$ cat config.mk
export PLATFORM = sky130hd
export DESIGN_NAME = prefetch_top
export DESIGN_NICKNAME = d
export VERILOG_FILES = /design/src/hw/fetch_pkg.sv /design/src/hw/mmu_pkg.sv /design/src/hw/pc_gen.sv /design/src/hw/itlb.sv /design/src/hw/fetch_port.sv /design/src/hw/prefetch_top.sv
export SDC_FILE = /design/constraint.sdc
export NUM_CORES = 1
export LEC_CHECK = 0
export ABC_AREA = 1
export BUFFER_PORTS_ARGS = -buffer_cell sky130_fd_sc_hd__buf_2
export CAP_MARGIN = 10
export CORE_MARGIN = 2
export CORE_UTILIZATION = 47
export DETAILED_ROUTE_END_ITERATION = 12
export PLACE_DENSITY = 0.77
export SLEW_MARGIN = 20
export SYNTH_ARGS = -nofsm -noshare
export SYNTH_HDL_FRONTEND = slang
export SYNTH_SLANG_ARGS = --single-unit
$ cat constraint.sdc
create_clock -name clk -period 13.6 [get_ports clk]
set_clock_uncertainty 0.15 [all_clocks]
set_input_delay 2.04 -clock clk [delete_from_list [all_inputs] [get_ports clk]]
set_output_delay 2.04 -clock clk [all_outputs]
set_load 0.005 [all_outputs]
$ cat src/hw/fetch_pkg.sv
package fetch_pkg;

    // virtual address as seen by the fetch PC
    typedef logic [31:0] vaddr_t;

    // fetch exception codes
    typedef enum logic [1:0] {
        exc_none    = 2'd0,
        exc_addr    = 2'd1,  // misaligned pc
        exc_refill  = 2'd2,  // no tlb entry for the page
        exc_invalid = 2'd3   // entry found but marked invalid
    } except_e;

    // one redirect request
    typedef struct packed {
        logic   valid;
        vaddr_t target;
    } redirect_src_t;

    // all redirect sources, highest priority first
    typedef struct packed {
        redirect_src_t exc;         // exception vector
        redirect_src_t eret;        // return from exception
        redirect_src_t refetch;
        redirect_src_t correction;  // branch fix-up
    } redirect_t;

    // one word leaving the fetch stage
    typedef struct packed {
        logic        valid;
        vaddr_t      pc;
        logic [31:0] instr;  // zero on exception
        except_e     exc;
    } fetch_result_t;

    // boot rom entry in kseg1
    localparam vaddr_t reset_vector = 32'hBFC0_0000;

endpackage

$ cat src/hw/mmu_pkg.sv
package mmu_pkg;

    // physical address after translation
    typedef logic [31:0] paddr_t;

    // one tlb buffer line, 4 KiB pages
    typedef struct packed {
        logic [19:0] vpn;
        logic [19:0] pfn;
        logic        valid;
        logic        cached;
    } tlb_entry_t;

    // translation outcome for the current pc
    typedef struct packed {
        paddr_t             paddr;
        logic               cached;
        fetch_pkg::except_e exc;
    } xlate_t;

    // wishbone classic master request
    typedef struct packed {
        logic        cyc;
        logic        stb;
        logic [31:0] adr;
        logic [3:0]  sel;  // byte lanes, always full word here
    } wb_req_t;

    // segment decode on the top address bits
    localparam logic [2:0] seg_kseg0 = 3'b100;  // cached, unmapped
    localparam logic [2:0] seg_kseg1 = 3'b101;  // uncached, unmapped

endpackage

$ cat src/hw/pc_gen.sv
`timescale 1ns/1ps

module pc_gen (
    input  logic                 clk,
    input  logic                 rst_n,
    input  fetch_pkg::redirect_t redirect,
    input  logic                 advance,
    output fetch_pkg::vaddr_t    pc,
    output logic                 flush
);
    import fetch_pkg::*;

    logic   take;    // some redirect is requested this cycle
    logic   step;    // sequential advance from the fetch port
    vaddr_t target;

    // fixed priority pick of the next pc
    always_comb begin
        take   = 1'b1;
        target = pc + 32'd4;
        if (redirect.exc.valid) begin
            target = redirect.exc.target;
        end else if (redirect.eret.valid) begin
            target = redirect.eret.target;
        end else if (redirect.refetch.valid) begin
            target = redirect.refetch.target;
        end else if (redirect.correction.valid) begin
            target = redirect.correction.target;
        end else begin
            take = 1'b0;  // plain pc + 4
        end
    end

    // an advance seen while flush is high belongs to the old path
    assign step = advance && !flush;

    always_ff @(posedge clk) begin
        if (!rst_n) begin
            pc    <= reset_vector;
            flush <= 1'b0;
        end else begin
            flush <= take;  // one cycle after the redirect edge
            if (take || step) begin
                pc <= target;
            end
        end
    end

endmodule

$ cat src/hw/itlb.sv
`timescale 1ns/1ps

module itlb #(
    parameter int tlb_entries = 4
) (
    input  logic                clk,
    input  logic                rst_n,
    input  fetch_pkg::vaddr_t   pc,
    input  logic                tlb_write,
    input  mmu_pkg::tlb_entry_t tlb_wdata,
    output mmu_pkg::xlate_t     xlate
);
    import fetch_pkg::*;
    import mmu_pkg::*;

    localparam int idx_w = (tlb_entries > 1) ? $clog2(tlb_entries) : 1;

    tlb_entry_t             entry [tlb_entries];
    logic [tlb_entries-1:0] slot_used;  // slot holds a written entry
    logic [idx_w-1:0]       victim;     // round robin replacement pointer

    logic                   wr_hit;
    logic [idx_w-1:0]       wr_idx;
    logic                   lk_hit;
    logic [idx_w-1:0]       lk_idx;
    logic                   unmapped;

    // refill goes over a matching vpn, else to the victim
    always_comb begin
        wr_hit = 1'b0;
        wr_idx = victim;
        for (int i = 0; i < tlb_entries; i++) begin
            if (!wr_hit && slot_used[i] && entry[i].vpn == tlb_wdata.vpn) begin
                wr_hit = 1'b1;
                wr_idx = idx_w'(i);
            end
        end
    end

    // lookup on the fetch pc, first match wins
    always_comb begin
        lk_hit = 1'b0;
        lk_idx = '0;
        for (int i = 0; i < tlb_entries; i++) begin
            if (!lk_hit && slot_used[i] && entry[i].vpn == pc[31:12]) begin
                lk_hit = 1'b1;
                lk_idx = idx_w'(i);
            end
        end
    end

    always_ff @(posedge clk) begin
        if (tlb_write) begin
            entry[wr_idx] <= tlb_wdata;
        end
    end

    always_ff @(posedge clk) begin
        if (!rst_n) begin
            slot_used <= '0;
            victim    <= '0;
        end else if (tlb_write) begin
            slot_used[wr_idx] <= 1'b1;
            if (!wr_hit) begin
                victim <= (victim == idx_w'(tlb_entries - 1)) ? '0 : victim + 1'b1;
            end
        end
    end

    // kseg0 and kseg1 bypass the buffer
    assign unmapped = (pc[31:29] == seg_kseg0) || (pc[31:29] == seg_kseg1);

    always_comb begin
        xlate.paddr  = {3'b000, pc[28:0]};
        xlate.cached = (pc[31:29] == seg_kseg0);
        xlate.exc    = exc_none;
        if (pc[1:0] != 2'b00) begin
            xlate.exc = exc_addr;  // beats any tlb outcome
        end else if (!unmapped) begin
            xlate.cached = 1'b0;
            if (!lk_hit) begin
                xlate.exc = exc_refill;
            end else if (!entry[lk_idx].valid) begin
                xlate.exc = exc_invalid;
            end else begin
                xlate.paddr  = {entry[lk_idx].pfn, pc[11:0]};
                xlate.cached = entry[lk_idx].cached;
            end
        end
    end

endmodule

$ cat src/hw/fetch_port.sv
`timescale 1ns/1ps

module fetch_port (
    input  logic                     clk,
    input  logic                     rst_n,
    input  fetch_pkg::vaddr_t        pc,
    input  mmu_pkg::xlate_t          xlate,
    input  logic                     flush,
    input  logic                     hold,
    output mmu_pkg::wb_req_t         wb,
    input  logic [31:0]              wb_dat,
    input  logic                     wb_ack,
    output fetch_pkg::fetch_result_t result,
    output logic                     result_cached,
    output logic                     advance
);
    import fetch_pkg::*;
    import mmu_pkg::*;

    typedef enum logic {
        st_idle,
        st_busy
    } state_e;

    state_e      state;
    logic        stale;       // word in flight belongs to a dropped path
    paddr_t      req_adr;
    vaddr_t      req_pc;
    logic        req_cached;

    logic        res_valid;
    vaddr_t      res_pc;
    logic [31:0] res_instr;
    except_e     res_exc;
    logic        res_cached;

    logic        start_ok;
    logic        start_bus;
    logic        start_exc;
    logic        deliver;

    // wait one cycle after a result so pc_gen can step first
    assign start_ok  = (state == st_idle) && !hold && !res_valid;
    assign start_bus = start_ok && (xlate.exc == exc_none);
    assign start_exc = start_ok && (xlate.exc != exc_none);
    assign deliver   = (state == st_busy) && wb_ack && !stale && !flush;

    always_ff @(posedge clk) begin
        if (!rst_n) begin
            state     <= st_idle;
            stale     <= 1'b0;
            res_valid <= 1'b0;
        end else begin
            res_valid <= start_exc || deliver;  // single cycle pulse
            case (state)
                st_idle: begin
                    if (start_bus) begin
                        state <= st_busy;
                        stale <= 1'b0;
                    end
                end
                st_busy: begin
                    if (flush) begin
                        stale <= 1'b1;  // keep the cycle open, drop the word
                    end
                    if (wb_ack) begin
                        state <= st_idle;
                    end
                end
                default: state <= st_idle;
            endcase
        end
    end

    always_ff @(posedge clk) begin
        if (start_bus) begin
            req_adr    <= xlate.paddr;
            req_pc     <= pc;
            req_cached <= xlate.cached;
        end
        if (start_exc) begin
            res_pc     <= pc;
            res_instr  <= '0;
            res_exc    <= xlate.exc;
            res_cached <= xlate.cached;
        end else if (deliver) begin
            res_pc     <= req_pc;
            res_instr  <= wb_dat;
            res_exc    <= exc_none;
            res_cached <= req_cached;
        end
    end

    // request held steady for the whole busy state
    assign wb.cyc = (state == st_busy);
    assign wb.stb = (state == st_busy);
    assign wb.adr = req_adr;
    assign wb.sel = 4'hF;

    assign result.valid  = res_valid;
    assign result.pc     = res_pc;
    assign result.instr  = res_instr;
    assign result.exc    = res_exc;
    assign result_cached = res_cached;
    assign advance       = res_valid;  // every delivered result consumes the pc

endmodule

$ cat src/hw/prefetch_top.sv
`timescale 1ns/1ps

module prefetch_top #(
    parameter int tlb_entries = 4
) (
    input  logic                     clk,
    input  logic                     rst_n,
    input  fetch_pkg::redirect_t     redirect,
    input  logic                     hold,
    input  logic                     tlb_write,
    input  mmu_pkg::tlb_entry_t      tlb_wdata,
    output mmu_pkg::wb_req_t         wb,
    input  logic [31:0]              wb_dat,
    input  logic                     wb_ack,
    output fetch_pkg::fetch_result_t result,
    output logic                     result_cached
);
    import fetch_pkg::*;
    import mmu_pkg::*;

    vaddr_t pc;
    xlate_t xlate;    // combinational from pc
    logic   advance;  // current pc consumed
    logic   flush;    // pc was just redirected

    pc_gen u_pc_gen (
        .clk      (clk),
        .rst_n    (rst_n),
        .redirect (redirect),
        .advance  (advance),
        .pc       (pc),
        .flush    (flush)
    );

    itlb #(
        .tlb_entries (tlb_entries)
    ) u_itlb (
        .clk       (clk),
        .rst_n     (rst_n),
        .pc        (pc),
        .tlb_write (tlb_write),
        .tlb_wdata (tlb_wdata),
        .xlate     (xlate)
    );

    fetch_port u_fetch_port (
        .clk           (clk),
        .rst_n         (rst_n),
        .pc            (pc),
        .xlate         (xlate),
        .flush         (flush),
        .hold          (hold),
        .wb            (wb),
        .wb_dat        (wb_dat),
        .wb_ack        (wb_ack),
        .result        (result),
        .result_cached (result_cached),
        .advance       (advance)
    );

endmodule

== Word-level counts from Yosys, hierarchy flattened ==
Memory sizes are Yosys's and may differ from the RTL's.
Index checks and enable logic that the tools add are counted.

* Memories: 1
* Output and inout bits: 106
* Register bits: 174
* RAM bits: 168
* Logic and storage cells: 128
* Input port bits: 211

* Equality and inequality tests: 13
* $add $sub $neg: 2
* Magnitude comparators: 2
* Reductions and logical operators: 43
* Bitwise gates (word level): 5
* Multiplexer cells: 47

{| class="wikitable"
|+ Memory list
! name !! depth !! width !! read ports !! clocked after memory_dff !! write ports !! line !! text
|-
| u_itlb.entry || 4 || 42 || 5 || 0 || 1 || itlb.sv:18 || <nowiki>tlb_entry_t entry [tlb_entries];</nowiki>
|}

{| class="wikitable"
|+ Operators with widths
! cell !! number
|-
| $mux W32 || 7
|-
| $eq A20 B20 Y1 || 8
|-
| $mux W30 || 3
|-
| $add A32 B3 Y32 const B || 1
|-
| $mux W2 || 12
|-
| $logic_and A1 B1 Y1 || 23
|-
| $mux W1 || 22
|-
| $logic_not A1 Y1 || 10
|-
| $eq A3 B3 Y1 const B || 2
|-
| $reduce_bool A2 Y1 || 3
|-
| $not A1 Y1 || 4
|-
| $or A4 B4 Y4 || 1
|-
| $pmux W1 S2 || 2
|-
| $reduce_and A2 Y1 || 2
|-
| $reduce_or A4 Y1 || 1
|-
| $logic_or A1 B1 Y1 || 3
|-
| $lt A2 B3 Y1 const B || 1
|-
| $add A2 B1 Y2 const B || 1
|-
| $demux W1 S2 || 1
|-
| $eq A2 B2 Y1 const B || 1
|-
| $ge A2 B1 Y1 const B || 1
|-
| $logic_not A2 Y1 || 1
|-
| $ne A2 B1 Y1 const B || 1
|-
| $ne A2 B2 Y1 const B || 1
|}

== Depth between registers and ports, before layout ==
An unclocked memory read counts as a cell.

* Word-level depth: 25
* Gate-level depth with buffers: 22

== By module ==
From an unflattened synthesis, not the netlist that was laid out.

* Cell total of the unflattened synthesis: 1938
* Area, all modules: 17292.8 sq um

{| class="wikitable"
|+ Modules (own cells, without submodules)
! module !! instances !! seq. area each (sq um) !! area an instance (sq um) !! cells each
|-
| itlb || 1 || 5165.0 || 8974.9 || 975
|-
| fetch_port || 1 || 3703.6 || 4982.3 || 378
|-
| pc_gen || 1 || 660.6 || 3335.7 || 585
|}

== Worst setup path after synthesis ==
OpenSTA, ideal clock, no wires.

* Path kind: input to register
* From: input tlb_wdata[34] in the netlist's numbering
* To: memory u_itlb.entry[0][0] in the netlist's numbering (enable)
* Arrival: 4.945 ns
* Setup slack: 8.062 ns
* Required time: 13.006 ns
* Stages on the path: 11
* Setup time: 0.444 ns
* Buffers on the path: 1
* Path through: clkbuf_1 -> xor2_1 -> nor2_1 -> o2111ai_1 -> nor4_1 -> nand3_1 -> nand2_1 -> inv_1 -> nand2_1 -> nand2_1 -> nor2_1

* Cells in the longest elaborated chain, start to end: 15
* Elaborated cells between the ends (all ways): 21

{| class="wikitable"
|+ Ends and longest elaborated chain
! item !! line !! text
|-
| from (decl) || prefetch_top.sv:11 || <nowiki>input mmu_pkg::tlb_entry_t tlb_wdata,</nowiki>
|-
| $eq A20 B20 Y1 || itlb.sv:33 || <nowiki>if (!wr_hit && slot_used[i] && entry[i].vpn == tlb_wdata.vpn) begin</nowiki>
|-
| $logic_and A1 B1 Y1 || itlb.sv:33 ||
|-
| $mux W1 || itlb.sv:33 ||
|-
| $logic_not A1 Y1 || itlb.sv:33 ||
|-
| $logic_and A1 B1 Y1 (2 in series) || itlb.sv:33 ||
|-
| $mux W1 || itlb.sv:33 ||
|-
| $logic_not A1 Y1 || itlb.sv:33 ||
|-
| $logic_and A1 B1 Y1 (2 in series) || itlb.sv:33 ||
|-
| $mux W1 || itlb.sv:33 ||
|-
| $logic_not A1 Y1 || itlb.sv:33 ||
|-
| $logic_and A1 B1 Y1 (2 in series) || itlb.sv:33 ||
|-
| $mux W2 (*) || itlb.sv:33 ||
|-
| to (decl) || itlb.sv:18 ||
|}

Every way passes the cells marked *; elsewhere a longest branch is shown, timed or not.

== Worst setup path after layout ==
* From: register u_pc_gen.pc[14]
* To: register u_fetch_port.res_pc[18] (enable)

* Cells in the longest elaborated chain, start to end: 23
* Elaborated cells between the ends (all ways): 29

{| class="wikitable"
|+ Ends and longest elaborated chain
! item !! line !! text
|-
| from (decl) || pc_gen.sv:8 || <nowiki>output fetch_pkg::vaddr_t pc,</nowiki>
|-
| from (signal assigned) || pc_gen.sv:39 || <nowiki>pc <= reset_vector;</nowiki>
|-
| from (signal assigned) || pc_gen.sv:44 || <nowiki>pc <= target;</nowiki>
|-
| $eq A20 B20 Y1 || itlb.sv:45 || <nowiki>if (!lk_hit && slot_used[i] && entry[i].vpn == pc[31:12]) begin</nowiki>
|-
| $logic_and A1 B1 Y1 || itlb.sv:45 ||
|-
| $mux W1 || itlb.sv:45 ||
|-
| $logic_not A1 Y1 || itlb.sv:45 ||
|-
| $logic_and A1 B1 Y1 (2 in series) || itlb.sv:45 ||
|-
| $mux W1 || itlb.sv:45 ||
|-
| $logic_not A1 Y1 || itlb.sv:45 ||
|-
| $logic_and A1 B1 Y1 (2 in series) || itlb.sv:45 ||
|-
| (+5 left out) || -- ||
|-
| $mem_v2 Z4 W42 || -- ||
|-
| $mux W2 || itlb.sv:83 || <nowiki>end else if (!entry[lk_idx].valid) begin</nowiki>
|-
| $mux W2 (*) || itlb.sv:81 || <nowiki>if (!lk_hit) begin</nowiki>
|-
| $mux W32 (*) || itlb.sv:79 || <nowiki>end else if (!unmapped) begin</nowiki>
|-
| $mux W2 (*) || itlb.sv:77 || <nowiki>if (pc[1:0] != 2'b00) begin</nowiki>
|-
| $reduce_bool A2 Y1 (*) || fetch_port.sv:45 || <nowiki>assign start_exc = start_ok && (xlate.exc != exc_none);</nowiki>
|-
| $logic_and A1 B1 Y1 (*) || fetch_port.sv:45 ||
|-
| $reduce_bool A2 Y1 (no source line) (*) || -- ||
|-
| to (signal assigned) || fetch_port.sv:82 || <nowiki>res_pc <= pc;</nowiki>
|-
| to (signal assigned) || fetch_port.sv:87 || <nowiki>res_pc <= req_pc;</nowiki>
|-
| to (decl) || fetch_port.sv:32 || <nowiki>vaddr_t res_pc;</nowiki>
|}

Marks and branches as above.
A chain may end at the register's enable or synchronous reset.

==> metrics.yaml <==
clock_network:
  cts_buffer_depth: 3
  cts_setup_buffers: 0
  insertion_delay_ns: 0.52
  cts_tree: "done"
  cts.htree.levels: 2
  cts_resized: 0
  cts-root-buf: "clkbuf_16"
  cts_buffers: 36
  postCtsHoldBufs: 0
  path_clk_slew_ns: 0.06
  clock_sinks: 330
synth:
  syn_area_um2: 15890
  async_reset_ff_share_pct: 0
  yosys.cell_count.top_type: "nand2_1"
  synth-edff-count: 256
  syn_inst: 1662
  yosysWarnings: 0
  yosysTopAreaCellShare_pct: 48.37
  synth.largest_area_cell: "edfxtp_1"
  yosys-top-cells-count: "nand2_1 (304), edfxtp_1 (256), nor2_1 (176), inv_1 (144), a21oi_1 (125)"
  synth_cell_types: 47
  ys.flop_type: "edfxtp_1"
  yosysSeqAreaShare_pct: 57.69
  syn_avg_cell_area_um2: 9.562
  ys_seq_elements: 330
  synth.area.top_cells: "edfxtp_1 (48%), dfxtp_1 (9.3%), nand2_1 (7.2%)"
route:
  vias: 13970
  first_pass_iters: 6
  wl_per_cell_um: 23.92
  ant_nets: 0
  wl_mm: 57.50
  via_per_inst: 5.809
  drc: 0
  drt_iter0_drc: 1536
die:
  coreArea_um2: 33450
  start_util_pct: 47.51
  fp.dieH_um: 187.9
  num_rows: 67
  die-area_um2: 35300
  die_x_um: 187.9
  pin_count: 317
timing:
  rsz0062_at_grt: "no"
  setup_tns_ns: 0
  min_period_ns: 5.487
  finalHoldViolCount: 0
  final_max_slew_viol_count: 0
  setup_viol_count_final: 0
  slew_headroom_pct: 25.90
  worst_pin_slew_ns: 1.110
  max_freq_mhz: 182.2
  min_period_over_period_pct: 40.35
global_route:
  grt.total_usage_pct: 31.82
  grt_pass1_vias: 13380
  grt_start_max_net_pins: 93
  grtUsageMet1_pct: 42.03
  grt.overflow.total: 0
  busiest_layer: "met2"
  antenna_found_initial: 1
  grt_pass1_wl_mm: 84.21
  globalRouteMet2Util_pct: 52.78
  grtUsageMet3_pct: 6.401
pwr:
  swShare_pct: 26.87
  max-vdd-ir-drop_v: 0.00008970
  seq_power_share_pct: 50.3
  power.share.combinational_pct: 13.0
  powerDensity_nw_per_um2: 128.9
  internal_power_mw: 1.762
  power.share.clock_pct: 36.7
  switchingPower_uw: 647.5
  power_leakage_nw: 7.770
cells_and_area:
  final_nets: 2143
  n_antenna_cell: 0
  fillers: 2956
  syn2layout_area_growth_pct: 17.63
  fin_util_pct: 55.89
  final_area_um2: 18690
  drive_above_1_share_pct: 20.50
placement:
  dpl-instance-area_um2: 17660
  gp_congestion: 1.021
  io_buffers: 312
  dp_hpwl_mm: 41.62
job:
  cap_violations: 0
worst_setup_path:
  rr_startpoint: "u_pc_gen.pc[14]"
  timing.rr.end: "u_fetch_port.res_pc[18]"
  ff2ff_path_depth: 12
  worstPathArrival_ns: 5.26
  r2r_slack_ns: 8.11
  critPathCaptureType: "register"
  cp.required_ns: 13.37
  cp-start-kind: "register"
  crit_type: "reg -> reg"
  critPathMaxFanout: 36
worst_hold_path:
  min_path_cells: 0
  hold_end: "u_fetch_port.req_pc[11]"
  hold_path.class: "reg -> reg"
  min_from: "u_pc_gen.pc[11]"
outcome:
  status: "finished, final reports clean"
## power by group through the flow
stage / clock network, mW / registers, mW / logic (mW)
floorplan: 0 / 1.21 / 0.176
global placement: 0 / 1.23 / 0.306
detailed placement: 0 / 1.23 / 0.309
CTS: 0.898 / 1.21 / 0.310
global route: 0.934 / 1.22 / 0.339
finish: 0.884 / 1.21 / 0.314
## layout by cell type, fill, tap and decap left out, types with 5 or more instances in the layout
cell,Yosys,layout
o21ai_1,7,7
nor4_1,7,7
nor2_1,176,174
a21oi_1,125,124
inv_2,12,14
clkinv_1,1,9
o2111ai_1,14,14
nor3_1,20,20
buf_2,23,312
inv_1,144,142
nand4_1,11,11
clkinv_2,0,5
o21a_1,27,27
a221oi_1,10,10
o211ai_1,28,28
buf_4,20,15
xor2_1,32,32
xnor2_1,21,21
clkbuf_1,45,11
a211oi_1,5,5
o31ai_1,17,17
dfxtp_1,74,74
clkbuf_16,0,36
nand3_1,61,59
mux2i_1,32,32
o21ai_0,99,99
o22ai_1,42,42
edfxtp_1,256,256
nand2_1,304,304
o221ai_1,10,10
## flip-flops by register name (all words and copies together), names as in the netlist
| register | count |
|---|---|
| u_itlb.entry | 168 |
| u_fetch_port.result_cached | 1 |
| u_fetch_port.stale | 1 |
| u_itlb.slot_used | 4 |
| u_fetch_port.res_exc | 2 |
| u_itlb.victim | 2 |
| u_pc_gen.pc | 32 |
| u_pc_gen.flush | 1 |
| u_fetch_port.advance | 1 |
| u_fetch_port.req_cached | 1 |
| u_fetch_port.req_pc | 32 |
| u_fetch_port.req_adr | 20 |
| u_fetch_port.res_instr | 32 |
| u_fetch_port.res_pc | 32 |
| u_fetch_port.state | 1 |
## metal layers
| metal | part of all wire, % | vias to the layer above | wire [um] |
|---|---|---|---|
| met4 | 3.3 | 2 | 1892 |
| met2 | 47 | 840 | 27100 |
| met3 | 10 | 119 | 5753 |
| li1 | - | 6314 | - |
| met1 | 40 | 6690 | 22740 |
| met5 | 0.023 | - | 13 |
## worst max path at each step
| stage | from | to | slack (ns) | depth (start not counted) |
|---|---|---|---|---|
| floorplan | tlb_wdata[34] | u_itlb.entry[0][0] | 8.06 | 11 |
| global placement | redirect[65] | u_pc_gen.pc[19] | 7.61 | 7 |
| detailed placement | redirect[65] | u_pc_gen.pc[27] | 8.10 | 7 |
| CTS | u_pc_gen.pc[12] | u_fetch_port.res_pc[18] | 8.23 | 15 |
| global route | u_pc_gen.pc[12] | u_fetch_port.res_pc[12] | 7.75 | 15 |
| finish | u_pc_gen.pc[14] | u_fetch_port.res_pc[18] | 8.11 | 12 |
## kinds of logic after synthesis
family,count (synthesis),synth area share (%)
AOI/OAI and AO/OA,399,15.20
xor gates and xnor gates,53,2.921
adders and majority gates,2,0.1574
buffers and inverters,257,7.007
DFF,330,57.69
muxes,32,2.015
other,1,0.02360
and+or+nand+nor,588,14.98
## cell type report
type / instances / area, um^2 / share of cell area, %
multi-input cells: 1078 / 5663 / 30.29
well taps: 448 / 560.5 / 2.998
clock buffers: 47 / 942.2 / 5.040
flip-flops and latches: 330 / 9169 / 49.05
repair buffers: 327 / 1674 / 8.955
inverters: 157 / 589.3 / 3.152
clock inverters: 17 / 96.34 / 0.5154
## through the flow
stage / power (mW) / std cells / hold WS, ns / setup slack, ns
after global placement: 1.536 / 2340 / 0.3017 / 7.615
after floorplan: 1.388 / 1665 / 0.2529 / 8.062
after detailed placement: 1.540 / 2340 / 0.3087 / 8.099
after global routing: 2.489 / 2404 / 0.3275 / 7.751
final: 2.410 / 2404 / 0.3253 / 8.113
after CTS: 2.418 / 2404 / 0.3240 / 8.228
## worst max-delay path: stages, from the launching register on
cell and delay (ns):
dfxtp_1 0.75, xnor2_1 0.18, nand3_1 0.11, nor2_1 0.18, nand3_1 0.74, nand2_1 0.37
inv_2 0.08, nand2_1 0.70, nand3_1 0.21, nand3_1 0.20, nand2_1 0.11, nand2_2 0.20
nand3_2 0.87
Note: power is estimated with default switching activity, not from simulation.
